[src/common/fetch_pkg.sv]
package fetch_pkg;

   // Data and address width of the core
   localparam int xlen = 32;

   // Byte step between two sequential instruction words
   localparam logic [xlen-1:0] insn_step = 32'd4;

   // Fetched instruction and the pc it came from
   typedef struct packed {
      logic [xlen-1:0] pc;
      logic [xlen-1:0] insn;
   } fetch_pkt_t;

   // One instruction memory write, byte address and word
   typedef struct packed {
      logic [xlen-1:0] addr;
      logic [xlen-1:0] data;
   } imem_wr_t;

   // Stall sources seen by fetch
   typedef struct packed {
      logic stall;
      logic stall_mem;
      logic stall_div;
   } stall_t;

endpackage
[src/imem_loader.sv]
`timescale 1ns/1ns

module imem_loader (
   input  logic                 clk,
   input  logic                 arst_n,
   input  logic                 load_req,
   input  fetch_pkg::imem_wr_t  load_wr,
   output logic                 load_ack,
   output logic                 mem_we,
   output fetch_pkg::imem_wr_t  mem_wr
);

   typedef enum logic [1:0] {ld_idle, ld_write, ld_ack} ld_state_t;

   ld_state_t state;

   always_ff @(posedge clk or negedge arst_n) begin
      if (!arst_n) begin
         state    <= ld_idle;
         mem_we   <= 1'b0;
         load_ack <= 1'b0;
      end else begin
         case (state)
            ld_idle: begin
               if (load_req) begin
                  mem_we <= 1'b1;
                  state  <= ld_write;
               end
            end
            ld_write: begin
               // Write lands this cycle, ack follows
               mem_we   <= 1'b0;
               load_ack <= 1'b1;
               state    <= ld_ack;
            end
            ld_ack: begin
               if (!load_req) begin
                  load_ack <= 1'b0;
                  state    <= ld_idle;
               end
            end
            default: begin
               state <= ld_idle;
            end
         endcase
      end
   end

   // Capture address and data with the request
   always_ff @(posedge clk) begin
      if (state == ld_idle && load_req) begin
         mem_wr <= load_wr;
      end
   end

   req_before_ack: assert property (@(posedge clk) disable iff (!arst_n)
      $fell(load_req) |-> load_ack);

endmodule

[config.mk]
export PLATFORM = sky130hd
export DESIGN_NAME = imem_loader
export DESIGN_NICKNAME = d
export VERILOG_FILES = /design/src/common/fetch_pkg.sv /design/src/imem_loader.sv
export SDC_FILE = /design/constraint.sdc
export NUM_CORES = 1
export LEC_CHECK = 0
export BUFFER_PORTS_ARGS = -buffer_cell sky130_fd_sc_hd__buf_2
export CAP_MARGIN = 20
export CORE_MARGIN = 1
export CORE_UTILIZATION = 41
export DETAILED_ROUTE_END_ITERATION = 7
export PLACE_DENSITY_LB_ADDON = 0.3
export SLEW_MARGIN = 10
export SYNTH_ARGS = -nofsm -noshare
export SYNTH_HDL_FRONTEND = slang
export SYNTH_SLANG_ARGS = --single-unit
[constraint.sdc]
create_clock -name clk -period 6.5 [get_ports clk]
set_input_delay 0.325 -clock clk [delete_from_list [all_inputs] [get_ports clk]]
set_output_delay 0.325 -clock clk [all_outputs]
set_load 0.01 [all_outputs]
# --- Word-level counts from Yosys, hierarchy flattened ---
# Cells that the tools add are included.
totals:
  reg_bits: 68
  input_bits: 67
  elab_cells: 23
classes:
  eq_ne: 4
  mux: 7
  n_reduce_logical: 7
ops:
  columns: ["op", "count"]
  rows:
  - ["2-bit case mux with 3 select lines", 1]
  - ["2-bit AND reduction", 3]
  - ["2-bit two-way mux", 2]
  - ["2-bit != test (second input constant)", 2]
  - ["1-bit case mux with 2 select lines", 2]
  - ["2-bit nonzero test", 2]
  - ["2-bit by 1-bit == test with 1-bit output (second input constant)", 1]
  - ["2-bit == test (second input constant)", 1]
  - ["2-bit logical NOT", 1]
  - ["1-bit two-way mux", 2]
  - ["1-bit logical AND", 1]

# --- Longest topological paths before layout ---
# Gate-level depths: netlist of run 1.
logic_depth:
  depth_word: 3
  ltp_mapped: 2
  mapped_depth_nobuf: 2

# --- Worst setup path before layout of run 1 ---
# Ideal clock, no wire load.
synth_path:
  path_type: "register to register"
  start: "register state[0]"
  end: "register mem_wr[0] (netlist bit) (enable)"
  setup_time_ns: 0.578
  arrival_time_ns: 5.150
  required_time_ns: 5.922
  setup_slack_ns: 0.772
  path_stages_with_launch: 2
  path_buffers: 0
  path_cell_list: "dfrtp_1 nor3b_1"
synth_via:
  elab_chain_cells: 2
synth_rtl:
  columns: ["element", "line", "rtl"]
  rows:
  - ["start: declaration", "imem_loader.sv:15", "ld_state_t state;"]
  - ["start signal: assignment", "imem_loader.sv:19", "state <= ld_idle;"]
  - ["start signal: assignment", "imem_loader.sv:27", "state <= ld_write;"]
  - ["start signal: assignment", "imem_loader.sv:34", "state <= ld_ack;"]
  - ["2-bit logical NOT", "imem_loader.sv:51", "if (state == ld_idle && load_req) begin"]
  - ["1-bit logical AND", "imem_loader.sv:51", null]
  - ["end signal: assignment", "imem_loader.sv:52", "mem_wr <= load_wr;"]
  - ["end: declaration", "imem_loader.sv:10", "output fetch_pkg::imem_wr_t mem_wr"]
# No other way between the ends.
# A chain may end at the register's enable or synchronous reset.

# --- Worst setup path in the final report of run 1 ---
layout_path:
  start: "register state[0]"
  end: "register mem_wr[59] (netlist bit) (enable)"
# Same word-level chain as after synthesis.

==> impl_results.md, run 1 <==
* Seq/Total Area, Yosys at roughly 96%
* Congestion Overflow GR at 0
* Final setup viols at 0
* Slew @ Worst Pin at 0.4141 ns
* Area Growth Syn to Fin at 47.17%
* Vias in the first global route at 1166
* RSZ-0062 raised after global routing: no
* Layout Nets at around 290
* Share of layout cells above drive strength 1 at around two thirds
* Iteration-0 DRC Markers at 84
* Clk buf depth at 2
* Leakage at ~1.3 nW
* Reg-to-reg endpoint: mem_wr[59]
* Clock sink count at 68
* Largest area contributor in the netlist: edfxtp_1
* Warning count from the yosys run at 0
* Clock latency on the worst-skew pair at around 0.33 ns
* Starting Density at 43.61%
* Slew margin rel. at 72.40%
* Placed cells at 280
* GRT Util Overall at between 10% and 20%
* Worst hold path class: input pin to register
* Die height at approximately 74 um
* Achievable Freq at 694.7 MHz
* Final period utilization at roughly 22%
* Clock root cell: clkbuf_8
* First-pass GRT wire length at roughly 5500 um
* Post-Syn Instances at 79
* GRT met2 Usage at roughly 24%
* Mapped Nets at 146
* Worst reg2reg startpoint: state[0]
* Register-to-register setup slack at about 5.1 ns
* RD Place Congestion at around 0.66
* GR met3 Demand/Resource at a little under 6%
* Layout fillers at ~380
* Total wire length at slightly above 4000 um
* Via/cell ratio at about 4.3
* Worst Path Arrival at 1.43 ns
* DRT antenna net count at 0
* CP Capture Point: mem_wr[59]
* IO buf count at 132
* CTS buffer count at 9
* Post-route insts no fill at 297
* Most common cell after layout, fill and taps aside: buf_2
* Min Hold Slack at about 0.16 ns
* Crit path max fanout at 36
* GR peak layer: met2
* Status: completed
* Vias at 1277
* I/O Pins at around 130
* Avg Cell Area, Syn at about 27 um2
* Die width at ~74 um
* Fin. max-slew vios at 0
* CTS tree: done
* DRC Markers at 0
* Worst Setup SP: state[0]
* Crit path time final at around 1.4 ns
* Pwr Density at around 390 nW/um2
* Top-area cell type share of the netlist area at between 90% and 100%
* Max-cap violations at 0
* Number of antenna violations at the first check in global routing at 0
* R2r worst-path depth at 2
* Clock transition at path regs at ~0.07 ns
* Number of synthesized register bits at 68
* Commonest non-fill, non-tap cells in the layout: 132 x buf_2, 64 x edfxtp_1, 9 x clkbuf_8
* Crit path capture type: register
* Synth Cell Area at 2101 um2
* Peak supply drop at 0.2252 mV
* Core area at 4817 um2
* Fin. Hold Viols at 0
* Critical path class: register to register
* Htree depth at 3
* Met1 usage at between 15 and 20%
* DR WL/cell at around 14 um
* Inserted Diodes at 0
* Number of distinct library cells after synthesis at 11
* Drt first pass iters at 4
* HPWL Detailed at about 3000 um
* Design area at approximately 3000 um2
* Area after DPL at between 2000 and 3000 um2
* Dpl ws at between 5 and 6 ns
* Final setup TNS at 0 ns
* Worst setup margin at 5.061 ns
* DIE AREA at about 5400 um2
* Startpoint types: register
* Worst Clk Skew at 0.006700 ns
* CP required at about 6.5 ns
* Cell row count at 25
* Largest net degree at the start of global routing at 37
* Leading post-synthesis cells by cell area: edfxtp_1 91%, dfrtp_1 4.8%, nor3b_1 0.71%
-- metal layers --
| layer | part of all wire, % | wire length [um] |
|---|---|---|
| met1 | 37 | 1512 |
| met2 | 50 | 2006 |
| met3 | 10 | 411 |
| met4 | 2.7 | 108 |
| met5 | 0 | 0 |
-- report_power, final --
| group | internal (mW) | switching (mW) |
|---|---|---|
| Combinational | 0.0838 | 0.130 |
| Clock | 0.216 | 0.152 |
| Sequential | 0.595 | 0.0292 |
-- worst max-delay path, stage by stage (launching register included) --
cell and delay, ns:
dfrtp_1 0.45, nor3b_2 0.23, buf_4 0.41
-- sequential cells by signal, summed over array words and instances (netlist names) --
register and flops:
mem_we 1, state 2, load_ack 1, mem_wr 64
-- cell families after synthesis --
logic type	after synthesis	synth area share, %
AO/OA/AOI/OAI	2	0.6550
buffers and inverters	1	0.1785
flip-flops	68	96.25
AND/OR/NAND/NOR	8	2.918
-- worst min path at each step --
stage	start	end	slack, ns	cells past startpoint
after floorplan	arst_n	load_ack	0.03	0
after global placement	arst_n	load_ack	0.13	1
after detailed placement	arst_n	load_ack	0.13	1
after CTS	load_wr[21]	mem_wr[21]	0.14	1
after global routing	load_wr[15]	mem_wr[15]	0.14	1
final	load_wr[15]	mem_wr[15]	0.16	1
-- timing repair --
action,4_1_cts,5_1_grt
endpoints found under the hold margin,4,0
buffers inserted,0,0
gates resized for setup,0,0
hold buffers,1,0
-- stage by stage --
step	utilization [%]	total power, mW
global placement	59.48	0.8448
detailed placement	59.48	0.8515
finish	64.18	1.206
global route	64.18	1.261
floorplan	-	0.7505
CTS	64.18	1.224
-- cell usage after synthesis --
| cell type | instances |
|---|---|
| edfxtp_1 | 64 |
| dfrtp_1 | 4 |
| nor2b_1 | 2 |
| nor3b_1 | 2 |
| inv_2 | 1 |
| nand3b_1 | 1 |
| nor2_1 | 1 |
| nor3_2 | 1 |
| nor3b_2 | 1 |
| o21ai_1 | 1 |
| o22a_1 | 1 |
-- final cells by class --
cell class              count  area, um2  share of cell area, %
flip-flops and latches     68       2022                  65.40
clock buffers              10      127.6                  4.128
multi-input cells          10      80.08                  2.590
clock inverters             6      88.84                  2.873
well taps                  67      83.83                  2.711
repair buffers            135      685.7                  22.18
inverters                   1      3.754                 0.1214
No activity file was read; power rests on OpenSTA's default activity.
==> run 2, diff against run 1 <==
--- a/config.mk
+++ b/config.mk
@@ -8,7 +8,7 @@
 export BUFFER_PORTS_ARGS = -buffer_cell sky130_fd_sc_hd__buf_2
 export CAP_MARGIN = 20
 export CORE_MARGIN = 1
-export CORE_UTILIZATION = 41
+export CORE_UTILIZATION = 37
 export DETAILED_ROUTE_END_ITERATION = 7
 export PLACE_DENSITY_LB_ADDON = 0.3
 export SLEW_MARGIN = 10
==> constraint.sdc (replaced) <==
create_clock -name clk -period 1.2 [get_ports clk]
set_input_delay 0.06 -clock clk [delete_from_list [all_inputs] [get_ports clk]]
set_output_delay 0.06 -clock clk [all_outputs]
set_load 0.01 [all_outputs]
==> run 2 against run 1 <==
Compared with the run above: the flow now finishes with violations (negative setup slack); sequential cell count is the same; global-route usage increased by 3.9 points; non-clock buffer count is 73 higher; critical path type unchanged; largest cell class unchanged; largest power group unchanged.
==> impl_results.md, run 2 (synthesis results as in run 1) <==
* Status: finished with violations
* Failing checks: negative setup slack
* DRT antenna net count at 0 (unchanged)
* Worst Setup SP: state[0]
* Slowest cell delay on critical path at 0.41 ns (-0.04 ns)
* CTS tree: done
* Dpl ws at -0.08988 ns (-5.135 ns)
* Clk pwr share at 25.6% (-4.9 points)
* RSZ-0062 raised after global routing: yes
* Htree depth at 3 (unchanged)
* Worst Clk Skew at 0.005569 ns (-0.001131 ns)
* DIE AREA at 5983 um2 (+11%)
* Crit path time final at 1.259 ns (-0.1801 ns)
* CTS buffer count at 9 (unchanged)
* Max-cap violations at 0 (unchanged)
* Commonest non-fill, non-tap cells in the layout: 132 x buf_2, 65 x dlygate4sd3_1, 64 x edfxtp_1
* Die height at 77.35 um (+5.1%)
* Design area at 3869 um2 (+25%)
* Total power at 6.882 mW (+470%)
* Hold Startpoint: load_req
* Starting Density at 38.39% (-5.2 points)
* Worst Path Arrival at 1.31 ns (-0.12 ns)
* I/O Pins at 133 (unchanged)
* HPWL Detailed at 2947 um (-1.1%)
* Share of layout cells above drive strength 1 at 53.80% (-13 points)
* Startpoint types: register
* GR met3 Demand/Resource at 5.059% (-0.84 points)
* Total wire length at 5302 um (+31%)
* Congestion Overflow GR at 0 (unchanged)
* Layout Nets at 365 (+25%)
* CP required at 1.25 ns (-5.24 ns)
* Die width at 77.35 um (+5.1%)
* Fin. Hold Viols at 0 (unchanged)
* Critical path class: register to register
* First-pass GRT wire length at 8259 um (+49%)
* Crit path capture type: register
* Clock sink count at 68 (unchanged)
* GRT Util Overall at 18.94% (+3.9 points)
* Peak supply drop at 1.314 mV (+480%)
* Slew @ Worst Pin at 0.2020 ns (-0.2121 ns)
* Vias at 1598 (+25%)
* Vias in the first global route at 1669 (+43%)
* GRT met2 Usage at 32.57% (+8.1 points)
* Clock latency on the worst-skew pair at 0.32 ns (about the same)
* Min Hold Slack at 0.03767 ns (-0.1238 ns)
* Area Growth Syn to Fin at 84.16%
* DRC Markers at 0 (unchanged)
* Top reg by flops: mem_wr
* Regs by FF count: mem_wr: 64 flops, state: 2 flops
* Post-layout util at 70.69% (+6.5 points)
* Inserted Diodes at 0 (unchanged)
* Pwr Density at 1779 nW/um2 (+360%)
* Largest net degree at the start of global routing at 29 (-22%)
* Clock root cell: clkbuf_8
* Clock transition at path regs at 0.07 ns (about the same)
* CP Cell Sequence: nor3b_4 > buf_4 > clkbuf_16
* Comb pwr share at 25.3% (+7.6 points)
* Reg power frac at 49.0% (-2.8 points)
* Slew margin rel. at 86.52% (+14 points)
* Core area at 5473 um2 (+14%)
* Final period utilization at 104.9% (+83 points)
* Drt first pass iters at 4 (unchanged)
* Iteration-0 DRC Markers at 51 (-39%)
* Via/cell ratio at 4.261 (-0.89%)
* CP max-delay cell: dfrtp_1
* Most common cell after layout, fill and taps aside: buf_2
* DR WL/cell at 14.14 um (+4.0%)
* Clk buf depth at 2 (unchanged)
* Max FFs per register at 64 (unchanged)
* Met1 usage at 21.55% (+5.8 points)
* RD Place Congestion at 0.6877 (+3.5%)
* Sw Ratio at 26.39% (+0.60 points)
* Area after DPL at 2919 um2 (+1.9%)
* GR peak layer: met2
* Number of antenna violations at the first check in global routing at 0 (unchanged)
* Achievable Freq at 794.0 MHz (+14%)
* Worst hold path class: input pin to register
* Final setup viols at 64 (+64)
* IO buf count at 132 (unchanged)
* Worst setup margin at -0.05937 ns (-5.120 ns)
* Fin. max-slew vios at 0 (unchanged)
* Sw Pwr at 1.817 mW (+480%)
* Cell row count at 27 (+8.0%)
* Crit path max fanout at 9 (-75%)
* Leakage at 1.643 nW (+25%)
* Worst reg2reg startpoint: state[0]
* Internal at 5.066 mW (+470%)
[run 2: changes by cell type in the layout (fill, tap and decap cells not counted), sizes merged]
| cell | before | now |
|---|---|---|
| buf | 134 | 141 |
| bufinv | 2 | 1 |
| clkbuf | 10 | 11 |
| clkinv | 2 | 4 |
| dlygate4sd3 | 1 | 65 |
[run 2: path summary, 6_finish.rpt]
check	endpoint	slack [ns]	cells past startpoint
worst max-delay path	mem_wr[48]	-0.06	3
worst min-delay path	state[1]	0.04	3
worst max register to register	mem_wr[48]	-0.06	3
worst min register to register	mem_we	0.50	1
max in group asynchronous	state[1]	1.00	2
min in group asynchronous	mem_we	0.07	2
[run 2: repair_timing]
item / 4_1_cts / 5_1_grt
endpoints found under the setup margin: 64 / 64
cloned: 1 / 3
pin swaps: 0 / 1
hold buffers: 65 / 0
endpoints found under the hold margin: 68 / 0
setup buffers: 3 / 1
resized for setup: 1 / 4
[run 2: final cells by class]
class,instances,area [um2]
timing repair buffer,208,1474
multi-input combinational,10,86.33
inverter,1,3.754
tap,72,90.09
fill,379,1604
clock buffer,9,123.9
sequential,68,2023
clock inverter,7,67.56
[run 2: per-stage QoR]
step / instances / setup TNS (ns)
2_1_floorplan: 79 / -86.98
5_1_grt: 375 / -4.975
3_5_place_dp: 287 / -4.544
3_3_place_gp: 287 / -4.116
4_1_cts: 372 / -3.705
6_report: 375 / -2.715
[run 2: routing by layer]
layer	share of wire [%]	vias to the layer above
met5	0	-
met4	2.4	0
met3	7.6	14
met2	50	87
met1	40	747
li1	-	750
[run 2: power groups by stage]
stage | clock network, mW | registers (mW) | logic (mW)
4_1_cts | 1.80 | 3.37 | 1.62
2_1_floorplan | 0 | 3.72 | 0.311
5_1_grt | 1.92 | 3.42 | 1.87
6_report | 1.76 | 3.37 | 1.74
3_3_place_gp | 0 | 3.40 | 1.32
3_5_place_dp | 0 | 3.42 | 1.32
[run 2: worst max-delay path: cells and delay by family, from the launching register on]
kind / cells / cell delay, ns
buffers and inverters: 2 / 0.33
flip-flops: 1 / 0.41
AND/OR/NAND/NOR: 1 / 0.25
