`src/common/fetch_pkg.sv`:
```
package fetch_pkg;

   // Data and address width of the core
   localparam int xlen = 32;

   // Byte step between two sequential instruction words
   localparam logic [xlen-1:0] insn_step = 32'd4;

   // Fetched instruction and the pc it came from
   typedef struct packed {
      logic [xlen-1:0] pc;
      logic [xlen-1:0] insn;
   } fetch_pkt_t;

   // One instruction memory write, byte address and word
   typedef struct packed {
      logic [xlen-1:0] addr;
      logic [xlen-1:0] data;
   } imem_wr_t;

   // Stall sources seen by fetch
   typedef struct packed {
      logic stall;
      logic stall_mem;
      logic stall_div;
   } stall_t;

endpackage
```
`src/fetch_queue.sv`:
```
`timescale 1ns/1ns

module fetch_queue #(
   parameter int queue_depth = 4
) (
   input  logic                   clk,
   input  logic                   arst_n,
   input  logic                   flush,
   input  logic                   in_valid,
   input  fetch_pkg::fetch_pkt_t  in_pkt,
   output logic                   full,
   output logic                   out_valid,
   output fetch_pkg::fetch_pkt_t  out_pkt,
   input  logic                   out_ready
);

   localparam int ptr_w = (queue_depth > 1) ? $clog2(queue_depth) : 1;
   localparam int cnt_w = $clog2(queue_depth + 1);

   fetch_pkg::fetch_pkt_t slots [queue_depth];
   logic [ptr_w-1:0]      wr_ptr;
   logic [ptr_w-1:0]      rd_ptr;
   logic [cnt_w-1:0]      count;
   logic                  push;
   logic                  pop;

   // Pointer wrap for any depth
   function automatic logic [ptr_w-1:0] next_ptr(input logic [ptr_w-1:0] p);
      if (p == ptr_w'(queue_depth - 1)) begin
         return '0;
      end
      return p + 1'b1;
   endfunction

   assign full      = (count == cnt_w'(queue_depth));
   assign out_valid = (count != '0);
   assign out_pkt   = slots[rd_ptr];
   assign push      = in_valid && !full;
   assign pop       = out_valid && out_ready;

   always_ff @(posedge clk or negedge arst_n) begin
      if (!arst_n) begin
         wr_ptr <= '0;
         rd_ptr <= '0;
         count  <= '0;
      end else if (flush) begin
         wr_ptr <= '0;
         rd_ptr <= '0;
         count  <= '0;
      end else begin
         if (push) begin
            wr_ptr <= next_ptr(wr_ptr);
         end
         if (pop) begin
            rd_ptr <= next_ptr(rd_ptr);
         end
         case ({push, pop})
            2'b10:   count <= count + 1'b1;
            2'b01:   count <= count - 1'b1;
            default: count <= count;
         endcase
      end
   end

   always_ff @(posedge clk) begin
      if (push && !flush) begin
         slots[wr_ptr] <= in_pkt;
      end
   end

   no_write_full: assert property (@(posedge clk) disable iff (!arst_n)
      in_valid |-> !full);

   out_stable: assert property (@(posedge clk) disable iff (!arst_n)
      out_valid && !out_ready && !flush |=> $stable(out_pkt));

endmodule

```
`config.mk`:
```
export PLATFORM = sky130hd
export DESIGN_NAME = fetch_queue
export DESIGN_NICKNAME = d
export VERILOG_FILES = /design/src/common/fetch_pkg.sv /design/src/fetch_queue.sv
export SDC_FILE = /design/constraint.sdc
export NUM_CORES = 1
export LEC_CHECK = 0
export ABC_AREA = 1
export BUFFER_PORTS_ARGS = -buffer_cell sky130_fd_sc_hd__clkbuf_2
export CORE_MARGIN = 3
export CORE_UTILIZATION = 45
export DETAILED_ROUTE_END_ITERATION = 10
export PLACE_DENSITY = 0.67
export SLEW_MARGIN = 20
export SYNTH_ARGS = -nofsm -noshare
export SYNTH_HDL_FRONTEND = slang
export SYNTH_SLANG_ARGS = --single-unit
export TNS_END_PERCENT = 10
```
`constraint.sdc`:
```
create_clock -name clk -period 3.75 [get_ports clk]
set_clock_uncertainty 0.15 [all_clocks]
set_input_delay 0.75 -clock clk [delete_from_list [all_inputs] [get_ports clk]]
set_output_delay 0.75 -clock clk [all_outputs]
set_load 0.02 [all_outputs]
```
# Word level (Yosys, flattened, before mapping)
# Memory sizes are Yosys's and may differ from the RTL's.
# Index checks and enable logic that the tools add are counted.
# Widths: inputs -> output; s select.
[word_totals]
ff_bits = 7
mem_count = 1
latchBits = 0
inputBits = 69
mem_bits_ro = 0
wordCells = 40
ram_bits = 256
[classes]
muxes = 18
n_reduce_logical = 9
n_div = 0
shift = 0
bitwise = 0
magnitude_cmp = 0
eq_ne = 5
n_mul = 0
n_addsub = 4
[mem_list]
columns = ["name", "depth", "width", "read_ports", "rd_clocked_by_memory_dff", "write_ports", "line_no", "rtl"]
rows = [
  ["slots", 4, 64, 1, 0, 1, "fetch_queue.sv:20", "fetch_pkg::fetch_pkt_t slots [queue_depth];"],
]
[ops]
columns = ["cell", "count"]
rows = [
  ["$mux 2", 8],
  ["$mux 1", 8],
  ["$eq 2x2->1 const B", 3],
  ["$pmux 3 s2", 1],
  ["$reduce_bool 3->1", 2],
  ["$add 2x1->2 const B", 2],
  ["$reduce_bool 2->1", 2],
  ["$add 3x1->3 const B", 1],
  ["$eq 3x3->1 const B", 1],
  ["$logic_and 1x1->1", 3],
  ["$mux 3", 1],
  ["$sub 3x1->3 const B", 1],
  ["$eq 2x1->1 const B", 1],
  ["$logic_not 1->1", 2],
]

# Longest topological paths before layout
# Gate-level depths: netlist (run 1).
[logic_depth]
word_depth = 8
depth_mapped = 12
depth_no_buf = 12

# Least setup slack after synthesis (run 1)
# No wires, ideal clock.
[synth_timing]
path_type = "input-to-reg"
start = "input port flush"
end = "memory slots[0][0] (netlist bit), enable pin"
t_arrival_ps = 3668
cell_stages = 3
path_buffers = 0
t_required_ps = 3114
path_slack_ps = -554
setup_time_ps = 486
cell_sequence = "inv_2 > nand3_2 > nor2_1"
[synth_via]
elab_chain_len = 4
[synth_lines]
columns = ["item", "line_no", "rtl"]
rows = [
  ["start, declared", "fetch_queue.sv:8", "input logic flush,"],
  ["$logic_not 1->1", "fetch_queue.sv:66", "if (push && !flush) begin"],
  ["$logic_and 1x1->1", "fetch_queue.sv:66", ""],
  ["$mux 1", "fetch_queue.sv:66", ""],
  ["$mux 1 (implied by the code)", "fetch_queue.sv:67", "slots[wr_ptr] <= in_pkt;"],
  ["end, declared", "fetch_queue.sv:20", ""],
]
# No other way between the ends.

==> results of run 1 <==
-- cell usage in the layout, fill, tap and decap left out, drive strengths merged --
cell         instances
edfxtp             256
clkbuf             171
nor2               135
o21ai              131
o22ai               64
nand2               17
inv                 17
buf                 13
nand3                8
clkinv               8
dfrtp                7
ha                   5
bufinv               2
diode                1
a21oi                1
nor3                 1
o31ai                1
xnor2                1
fa                   1
dlygate4sd3          1
-- layout make-up --
cell class                 count  area (um^2)
antenna                        1         2.50
clock buffer                  37          756
multi-input combinational    365         1910
clock inverter                11          110
inverter                      16         62.6
sequential                   263         7870
tap                          280          350
timing repair buffer         148          828
fill                        1831        10000
-- final timing paths --
path,from,end,slack (ns),cells after the start
min,in_pkt[32],slots[1][32]$_DFFE_PP_,0.29,1
min reg2reg,wr_ptr[0]$_DFFE_PN0P_,wr_ptr[0]$_DFFE_PN0P_,0.41,1
max in group asynchronous,arst_n,rd_ptr[0]$_DFFE_PN0P_,2.77,2
max,rd_ptr[0]$_DFFE_PN0P_,out_pkt[2],0.53,5
min in group asynchronous,arst_n,count[1]$_DFFE_PN0P_,0.47,2
max reg2reg,count[0]$_DFFE_PN0P_,slots[2][20]$_DFFE_PP_,1.50,5
-- registers in the layout (all words and copies together) (netlist names) --
register and flops:
count 3, rd_ptr 2, slots 256, wr_ptr 2
-- power by group through the flow --
stage | clock, mW | combinational, mW | sequential, mW
finish | 2.59 | 2.16 | 3.47
global route | 2.79 | 2.37 | 3.48
CTS | 2.65 | 2.20 | 3.47
detailed placement | 0 | 2.19 | 3.53
global placement | 0 | 2.17 | 3.52
floorplan | 0 | 1.53 | 3.53
-- cell families (layout without fill, tap and decap cells) --
logic type / after synthesis / after routing / synth area share [%]
compound gates: 197 / 197 / 11.2
xor+xnor: 1 / 1 / 0.0869
fa+ha+maj: 6 / 6 / 0.819
buf+inv: 58 / 212 / 3.45
flops: 263 / 263 / 78.0
other cells: 0 / 1 / 0
simple gates: 161 / 161 / 6.48
-- routing by layer --
layer / global-route usage (%) / up-vias
met5: 0 / -
met4: 3.17 / 2
met3: 4.85 / 26
met2: 27.5 / 164
met1: 23.2 / 2901
li1: - / 2849
-- worst max-delay path: stages (launching register included) --
cell      delay (ns)
dfrtp_4         0.50
inv_4           0.32
buf_4           0.41
o21ai_0         0.12
o22ai_1         0.22
clkbuf_2        0.22
-- per-stage QoR --
stage | hold slack, ns | worst slack (ns) | TNS [ns] | power [mW] | cells
CTS | 0.268 | 0.490 | 0 | 8.31 | 1120
global route | 0.273 | 0.381 | 0 | 8.64 | 1120
detailed placement | 0.398 | 1.06 | 0 | 5.71 | 1071
global placement | 0.387 | 1.04 | 0 | 5.69 | 1071
floorplan | 0.304 | -0.554 | -141.90 | 5.06 | 686
finish | 0.290 | 0.528 | 0 | 8.22 | 1121
==> summary.md, run 1 <==
| Metric | Value |
|---|---|
| Post-layout util | between 50 and 60% |
| Top-count cell post-synth | edfxtp_1 |
| Final setup viols | 0 |
| Initial core utilization | a little under half |
| Area Overhead vs Synth | 17.8% |
| Overall routed net length | 20800 um |
| Global-route wire length before repair | 32800 um |
| Wire length on met2 | between 9000 and 10000 um |
| Leak Pwr | ~4.2 nW |
| Proportion of layout cells with a drive suffix above 1 | 25.8% |
| Final nets | between 800 and 900 |
| Buffer depth of the longest clock path | 3 |
| Max-Cap Viols | 0 |
| Sw frac | 31.9% |
| Top post-synthesis cells by count | 256 x edfxtp_1, 125 x nor2_1, 80 x o21ai_0 |
| Logic pwr share | 26.3% |
| Row count | 54 |
| Mapped cell area | approximately 10000 um^2 |
| Worst path required time | around 2.9 ns |
| Syn_nets | 761 |
| Type of the worst setup path | flop to output pin |
| Period utilisation layout | between 80% and 90% |
| GP Congestion | a little over 0.7 |
| Placed inst area | 11000 um^2 |
| Largest net degree at the start of global routing | roughly 130 |
| Cell area after layout | 11900 um^2 |
| Core box area | about 22000 um^2 |
| Max_slew headroom | 52.3% |
| Die X | between 150 and 200 um |
| Number of synthesized register bits | 263 |
| # IOs | roughly 140 |
| Post-Synthesis Cells | a little under 700 |
| Remaining antenna violation count | 0 |
| Top layer in use | met5 |
| Routed vias/inst | between 5 and 6 |
| Die H | roughly 160 um |
| Clock Sinks | ~260 |
| Main synth FF type | edfxtp_1 |
| Fraction of registers with async set/reset | between 2 and 3% |
| Post-CTS Setup Inserts | 0 |
| Synth area leader | edfxtp_1 |
| Via count | 5942 |
| Worst-path clk slew | 0.06 ns |
| CP max FO | 39 |
| Detailed-route wire length per cell | approximately 19 um |
| Clk_lat worst skew | approximately 0.53 ns |
| HP Class | primary input to flop |
| EDFF count, synth | around 260 |
| Initial DRC count | roughly 350 |
| CP Launch Type | flop |
| Root Buffer | clkbuf_16 |
| RSZ-0062 raised after global routing | no |
| Wl on met1 | approximately 9200 um |
| Initial antenna violation count | 2 |
| Drt first pass iters | 5 |
| # hold bufs at CTS | 1 |
| Max Slew Vio Count | 0 |
| Distinct cells, synth | 26 |
| F_max | between 300 and 400 MHz |
| NetSw | 2.62 mW |
| CTS tree | yes |
| Synth area leaders | edfxtp_1 76%, nor2_1 4.7%, o21ai_0 4.0% |
| Endpoint class of the critical path | output pin |
| Pwr Density | about 690 nW/um^2 |
| Worst vdd ir | about 0.53 mV |
| Final Hold Viols | 0 |
| Ys Warns | 0 |
| Share of Yosys cell area claimed by the top area cell type | 76.2% |
| Status | finished, final reports clean |
| Die area | ~24000 um^2 |
| H-tree levels | 1 |
| Cts repair resizes | 0 |
| Post-Syn Area per Cell | 14.7 um^2 |
| Vias in the first global route | 5945 |
| Grt ovf | 0 |
| Drc violations | 0 |
| TritonCTS Buffers | 28 |
| GR Util All Layers | around 17% |
| Sequential fraction of the synthesis area | between 70% and 80% |
| Hpwl dp | between 10000 and 15000 um |
| Clock share of power | between 30% and 40% |
| Worst slew pin tran | approximately 0.7 ns |
| Pint | roughly 5.6 mW |
| IO buf count | approximately 130 |
| Fin crit period | ~3.2 ns |
| Routed wl met3 | between 1500 and 2000 um |
| Reg power frac | between 40% and 50% |
| Arrival @ worst endpoint | roughly 2.3 ns |
Power figures use the tool's default switching activity.
==> run 2: changes to the inputs <==
Settings changed: MAX_ROUTING_LAYER from default to met4.
==> summary.md, run 2 (synthesized netlist as in run 1, its figures left out) <==
| Metric | Value |
|---|---|
| Initial DRC count | 380 (was 346) |
| Commonest non-fill, non-tap cell in the layout | edfxtp_1 (unchanged) |
| Drc violations | 0 (unchanged) |
| Commonest cells after routing, fill and taps aside | 256 x edfxtp_1, 134 x clkbuf_2, 121 x nor2_1, 80 x o21ai_0, 54 x o22ai_1 (unchanged) |
| Detailed-route wire length per cell | 18.5 um (was 18.6 um) |
| Largest Register | slots (unchanged) |
| TritonCTS Buffers | 28 (unchanged) |
| Type of the worst setup path | flop to output pin (unchanged) |
| F_max | 310 MHz (about the same) |
| Vias in the first global route | 5940 (was 5945) |
| Die H | 156 um (unchanged) |
| Final setup viols | 0 (unchanged) |
| Arrival @ worst endpoint | 2.32 ns (about the same) |
| Remaining antenna violation count | 0 (unchanged) |
| GP Congestion | 0.727 (was 0.718) |
| IO buf count | 134 (unchanged) |
| Final Hold Viols | 0 (unchanged) |
| CP Launch Type | flop (unchanged) |
| Worst path required time | 2.85 ns (about the same) |
| Proportion of layout cells with a drive suffix above 1 | 25.8% (unchanged) |
| GR Util All Layers | 17.4% (was 16.9%) |
| Overall routed net length | 20700 um (was 20800 um) |
| Die area | 24200 um^2 (unchanged) |
| Post-CTS Setup Inserts | 0 (unchanged) |
| Worst-path clk slew | 0.06 ns (about the same) |
| Clock Sinks | 263 (unchanged) |
| Largest regs | slots x256, count x3 (unchanged) |
| Final nets | 897 (unchanged) |
| RSZ-0062 raised after global routing | no (unchanged) |
| Cts repair resizes | 0 (unchanged) |
| Max_slew headroom | 52.3% (about the same) |
| H-tree levels | 1 (unchanged) |
| Drt first pass iters | 4 (was 5) |
| HP Class | primary input to flop (unchanged) |
| Via count | 5962 (was 5942) |
| Max-Cap Viols | 0 (unchanged) |
| Initial antenna violation count | 2 (unchanged) |
| Number of flip-flops under the largest register name | 256 (unchanged) |
| Status | finished, final reports clean (unchanged) |
| Global-route wire length before repair | 32700 um (was 32800 um) |
| Root Buffer | clkbuf_16 (unchanged) |
| Max Slew Vio Count | 0 (unchanged) |
| Buffer depth of the longest clock path | 3 (unchanged) |
| Worst vdd ir | 0.529 mV (was 0.530 mV) |
| Routed vias/inst | 5.31 (was 5.30) |
| Die X | 156 um (unchanged) |
| Clk_lat worst skew | 0.53 ns (about the same) |
| Core box area | 21900 um^2 (unchanged) |
| Pwr Density | 692 nW/um^2 (was 691 nW/um^2) |
| Endpoint class of the critical path | output pin (unchanged) |
| Fin crit period | 3.22 ns (about the same) |
| Hpwl dp | 11600 um (unchanged) |
| # IOs | 135 (unchanged) |
| Leak Pwr | 4.20 nW (about the same) |
| Worst slew pin tran | 0.715 ns (about the same) |
| Period utilisation layout | 85.9% (about the same) |
| Sum Neg Setup Slack | 0 ns (unchanged) |
| Row count | 54 (unchanged) |
| CTS tree | yes (unchanged) |
| Area Overhead vs Synth | 17.8% (about the same) |
| Largest net degree at the start of global routing | 131 (unchanged) |
| Post-layout util | 54.3% (about the same) |
| Initial core utilization | 46.1% (unchanged) |
| CP max FO | 39 (unchanged) |
| Grt ovf | 0 (unchanged) |
==> run 2: cell types whose count changed in the layout (fill, tap and decap cells not counted) <==
cell / previous run / this run
diode_2: 1 / 2
==> run 2: area by class of cell <==
class,instances,area [um^2]
inverters,16,62.6
clock buffers,37,756
clock inverters,11,110
fillers,1831,10000
diodes,2,5.00
multi-input cells,365,1910
well taps,280,350
repair buffers,148,828
flip-flops and latches,263,7870
==> run 2: worst max-delay path: stages, from the launching register on <==
cell,delay (ns)
dfrtp_4,0.50
inv_4,0.32
buf_4,0.41
o21ai_0,0.12
o22ai_1,0.22
clkbuf_2,0.22
==> run 2: power by group <==
| group | switching [mW] | leakage, nW | internal (mW) |
|---|---|---|---|
| Sequential | 0.0553 | 2.41 | 3.41 |
| Clock | 1.05 | 0.423 | 1.54 |
| Combinational | 1.52 | 1.36 | 0.636 |
==> run 2: path summary, 6_finish.rpt <==
| check | start | endpoint | slack, ns | depth (start not counted) |
|---|---|---|---|---|
| min reg2reg | wr_ptr[0]$_DFFE_PN0P_ | wr_ptr[0]$_DFFE_PN0P_ | 0.40 | 1 |
| max | rd_ptr[0]$_DFFE_PN0P_ | out_pkt[2] | 0.53 | 5 |
| min in group asynchronous | arst_n | count[1]$_DFFE_PN0P_ | 0.46 | 2 |
| min | in_pkt[51] | slots[3][51]$_DFFE_PP_ | 0.29 | 1 |
| max in group asynchronous | arst_n | rd_ptr[0]$_DFFE_PN0P_ | 2.77 | 2 |
| max reg2reg | count[0]$_DFFE_PN0P_ | slots[2][23]$_DFFE_PP_ | 1.50 | 5 |
==> run 2: routing by layer <==
layer | global-route usage [%] | routed length [um]
met4 | 3.17 | 231
met2 | 27.5 | 9730
met5 | - | 0
met3 | 4.69 | 1610
met1 | 23.3 | 9180
==> run 2: stage by stage <==
step	worst slack (ns)	std cells	hold WS, ns	power, mW	area [um^2]
after detailed placement	1.06	1071	0.398	5.71	11000
after global routing	0.382	1122	0.273	8.64	11900
final	0.528	1122	0.290	8.22	11900
after CTS	0.490	1120	0.268	8.31	11900
after global placement	1.04	1071	0.387	5.69	11000
after floorplan	-0.554	686	0.304	5.06	10100
==> run 2: what timing repair did <==
item	CTS	global route
endpoints found under the setup margin	0	0
endpoints found under the hold margin	7	0
hold buffers	1	0
==> run 3: changes to the inputs <==
Settings changed: BUFFER_PORTS_ARGS -buffer_cell sky130_fd_sc_hd__clkbuf_2 to default, CORE_ASPECT_RATIO from default to 1.75, CORE_UTILIZATION 45 to 30, DONT_BUFFER_PORTS from default to 1, PLACE_DENSITY 0.67 to default.
==> summary.md, run 3 (synthesized netlist as in run 1, its figures left out) <==
| Metric | Value |
|---|---|
| Period utilisation layout | 88.0% (was 85.9%) |
| Crit. path cell count | 4 (was 5) |
| Initial core utilization | 30.5% (was 46.1%) |
| Die H | 249 um (was 156 um) |
| Worst slew pin tran | 0.702 ns (was 0.715 ns) |
| Global-route wire length before repair | 33500 um (was 32700 um) |
| Post-CTS Setup Inserts | 0 (unchanged) |
| HP Class | primary input to flop (unchanged) |
| Hold Path Cell Cnt | 0 (was 1) |
| Post-layout util | 34.7% (was 54.3%) |
| Worst path required time | 2.85 ns (about the same) |
| Cell Count, Final, Fillers Out | 1118 (was 1122) |
| Total power | 8.06 mW (was 8.22 mW) |
| Worst path slowest cell | dfrtp_4 (unchanged) |
| H-tree levels | 1 (unchanged) |
| Hpwl dp | 14000 um (was 11600 um) |
| IO buf count | 0 (was 134) |
| Drt first pass iters | 6 (was 4) |
| Sequential cell area | 7870 um^2 (unchanged) |
| Remaining antenna violation count | 0 (unchanged) |
| Status | finished, final reports clean (unchanged) |
| CTS tree | yes (unchanged) |
| Die area | 35900 um^2 (was 24200 um^2) |
| F_max | 303 MHz (was 310 MHz) |
| Max-Cap Viols | 0 (unchanged) |
| Fin crit period | 3.30 ns (was 3.22 ns) |
| Commonest cells after routing, fill and taps aside | 256 x edfxtp_1, 121 x nor2_1, 80 x o21ai_0, 54 x o22ai_1, 51 x o21ai_1 (was 256 x edfxtp_1, 134 x clkbuf_2, 121 x nor2_1, 80 x o21ai_0, 54 x o22ai_1) |
| Leak Pwr | 3.71 nW (was 4.20 nW) |
| Multi-input logic area | 1910 um^2 (unchanged) |
| Core box area | 33000 um^2 (was 21900 um^2) |
| GP Congestion | 0.753 (was 0.727) |
| Number of flip-flops under the largest register name | 256 (unchanged) |
| Endpoint class of the critical path | output pin (unchanged) |
| Arrival @ worst endpoint | 2.40 ns (was 2.32 ns) |
| Via count | 5522 (was 5962) |
| GR Util All Layers | 12.8% (was 17.4%) |
| Number of diodes | 0 (was 2) |
| # hold bufs at CTS | 1 (unchanged) |
| Clock Sinks | 263 (unchanged) |
| Vias in the first global route | 5505 (was 5940) |
| Critical path's top delay family | flip-flops (was buffers and inverters) |
| Buffers plus inverters on the worst setup path | 2 (was 3) |
| Largest Register | slots (unchanged) |
| Final Hold Viols | 0 (unchanged) |
| Commonest non-fill, non-tap cell in the layout | edfxtp_1 (unchanged) |
| # IOs | 135 (unchanged) |
| Clk_lat worst skew | 0.52 ns (was 0.53 ns) |
| Worst vdd ir | 0.411 mV (was 0.529 mV) |
| Worst-path clk slew | 0.07 ns (was 0.06 ns) |
| Max Slew Vio Count | 0 (unchanged) |
| Final nets | 774 (was 897) |
| Initial DRC count | 319 (was 380) |
| Peak per-stage delay on the critical path | 0.65 ns (was 0.50 ns) |
| Largest net degree at the start of global routing | 95 (was 131) |
| Overall routed net length | 22900 um (was 20700 um) |
| Max_slew headroom | 53.9% (was 52.3%) |
| Placed insts | 1076 (was 1071) |
| CP max FO | 74 (was 39) |
| Initial antenna violation count | 0 (was 2) |
| Proportion of layout cells with a drive suffix above 1 | 13.9% (was 25.8%) |
| Buffer depth of the longest clock path | 3 (unchanged) |
| TritonCTS Buffers | 25 (was 28) |
| RSZ-0062 raised after global routing | no (unchanged) |
| Fillers | 3151 (was 1831) |
| Die X | 145 um (was 156 um) |
| Pwr Density | 704 nW/um^2 (was 692 nW/um^2) |
| Drc violations | 0 (unchanged) |
| R2R depth | 12 (was 5) |
| Grt ovf | 0 (unchanged) |
| Row count | 88 (was 54) |
| Area Overhead vs Synth | 13.5% (was 17.8%) |
| Largest regs | slots x256, count x3 (unchanged) |
| Cts repair resizes | 0 (unchanged) |
| Type of the worst setup path | flop to output pin (unchanged) |
| Worst-path cell chain | inv_4 > buf_12 > nor2_1 > o22ai_1 (was inv_4 > buf_4 > o21ai_0 > o22ai_1 > clkbuf_2) |
| Routed vias/inst | 4.94 (was 5.31) |
| Detailed-route wire length per cell | 20.5 um (was 18.5 um) |
| Root Buffer | clkbuf_16 (unchanged) |
| CP Launch Type | flop (unchanged) |
| Final setup viols | 0 (unchanged) |
run 3: cell types whose count changed in the layout (fill, tap and decap cells not counted), moves of 2 or more:
cell,previous run,this run
buf_4,9,24
bufinv_16,2,6
clkbuf_1,8,2
clkbuf_16,29,25
clkbuf_2,134,0
clkinv_1,4,1
clkinv_2,3,5
diode_2,2,0
run 3: area by class of cell:
class	instances	area share (%)
Sequential cell	263	68.7
Multi-Input combinational cell	365	16.6
Clock buffer	27	5.53
Tap cell	405	4.43
Timing Repair Buffer	28	2.19
Clock inverter	14	1.97
Inverter	16	0.546
run 3: stage by stage:
stage | TNS, ns | setup slack, ns | area, um^2 | hold WS [ns]
after CTS | 0 | 0.435 | 11500 | 0.137
after global routing | 0 | 0.300 | 11500 | 0.137
after floorplan | -141.90 | -0.554 | 10100 | 0.304
final | 0 | 0.450 | 11500 | 0.169
after detailed placement | 0 | 1.00 | 10600 | 0.305
after global placement | 0 | 1.01 | 10600 | 0.305
run 3: final timing paths:
| check | start | endpoint | slack (ns) |
|---|---|---|---|
| max | rd_ptr[0]$_DFFE_PN0P_ | out_pkt[20] | 0.45 |
| min | in_pkt[21] | slots[2][21]$_DFFE_PP_ | 0.17 |
| max reg2reg | count[0]$_DFFE_PN0P_ | count[2]$_DFFE_PN0P_ | 1.54 |
| min reg2reg | wr_ptr[0]$_DFFE_PN0P_ | wr_ptr[0]$_DFFE_PN0P_ | 0.40 |
| max in group asynchronous | arst_n | rd_ptr[0]$_DFFE_PN0P_ | 2.70 |
| min in group asynchronous | arst_n | count[2]$_DFFE_PN0P_ | 0.44 |
run 3: where the power goes:
group / switching (mW) / total, mW / internal [mW]
clock network: 1.03 / 2.65 / 1.63
logic: 1.43 / 1.90 / 0.476
registers: 0.0956 / 3.51 / 3.41
total: 2.55 / 8.06 / 5.51
run 3: layer usage:
metal / GRT usage, % / wire [um] / up-vias
li1: - / - / 2586
met1: 12.9 / 8200 / 2733
met2: 22.6 / 12200 / 147
met3: 2.73 / 1270 / 56
met4: 6.67 / 1160 / 0
met5: - / 0 / -
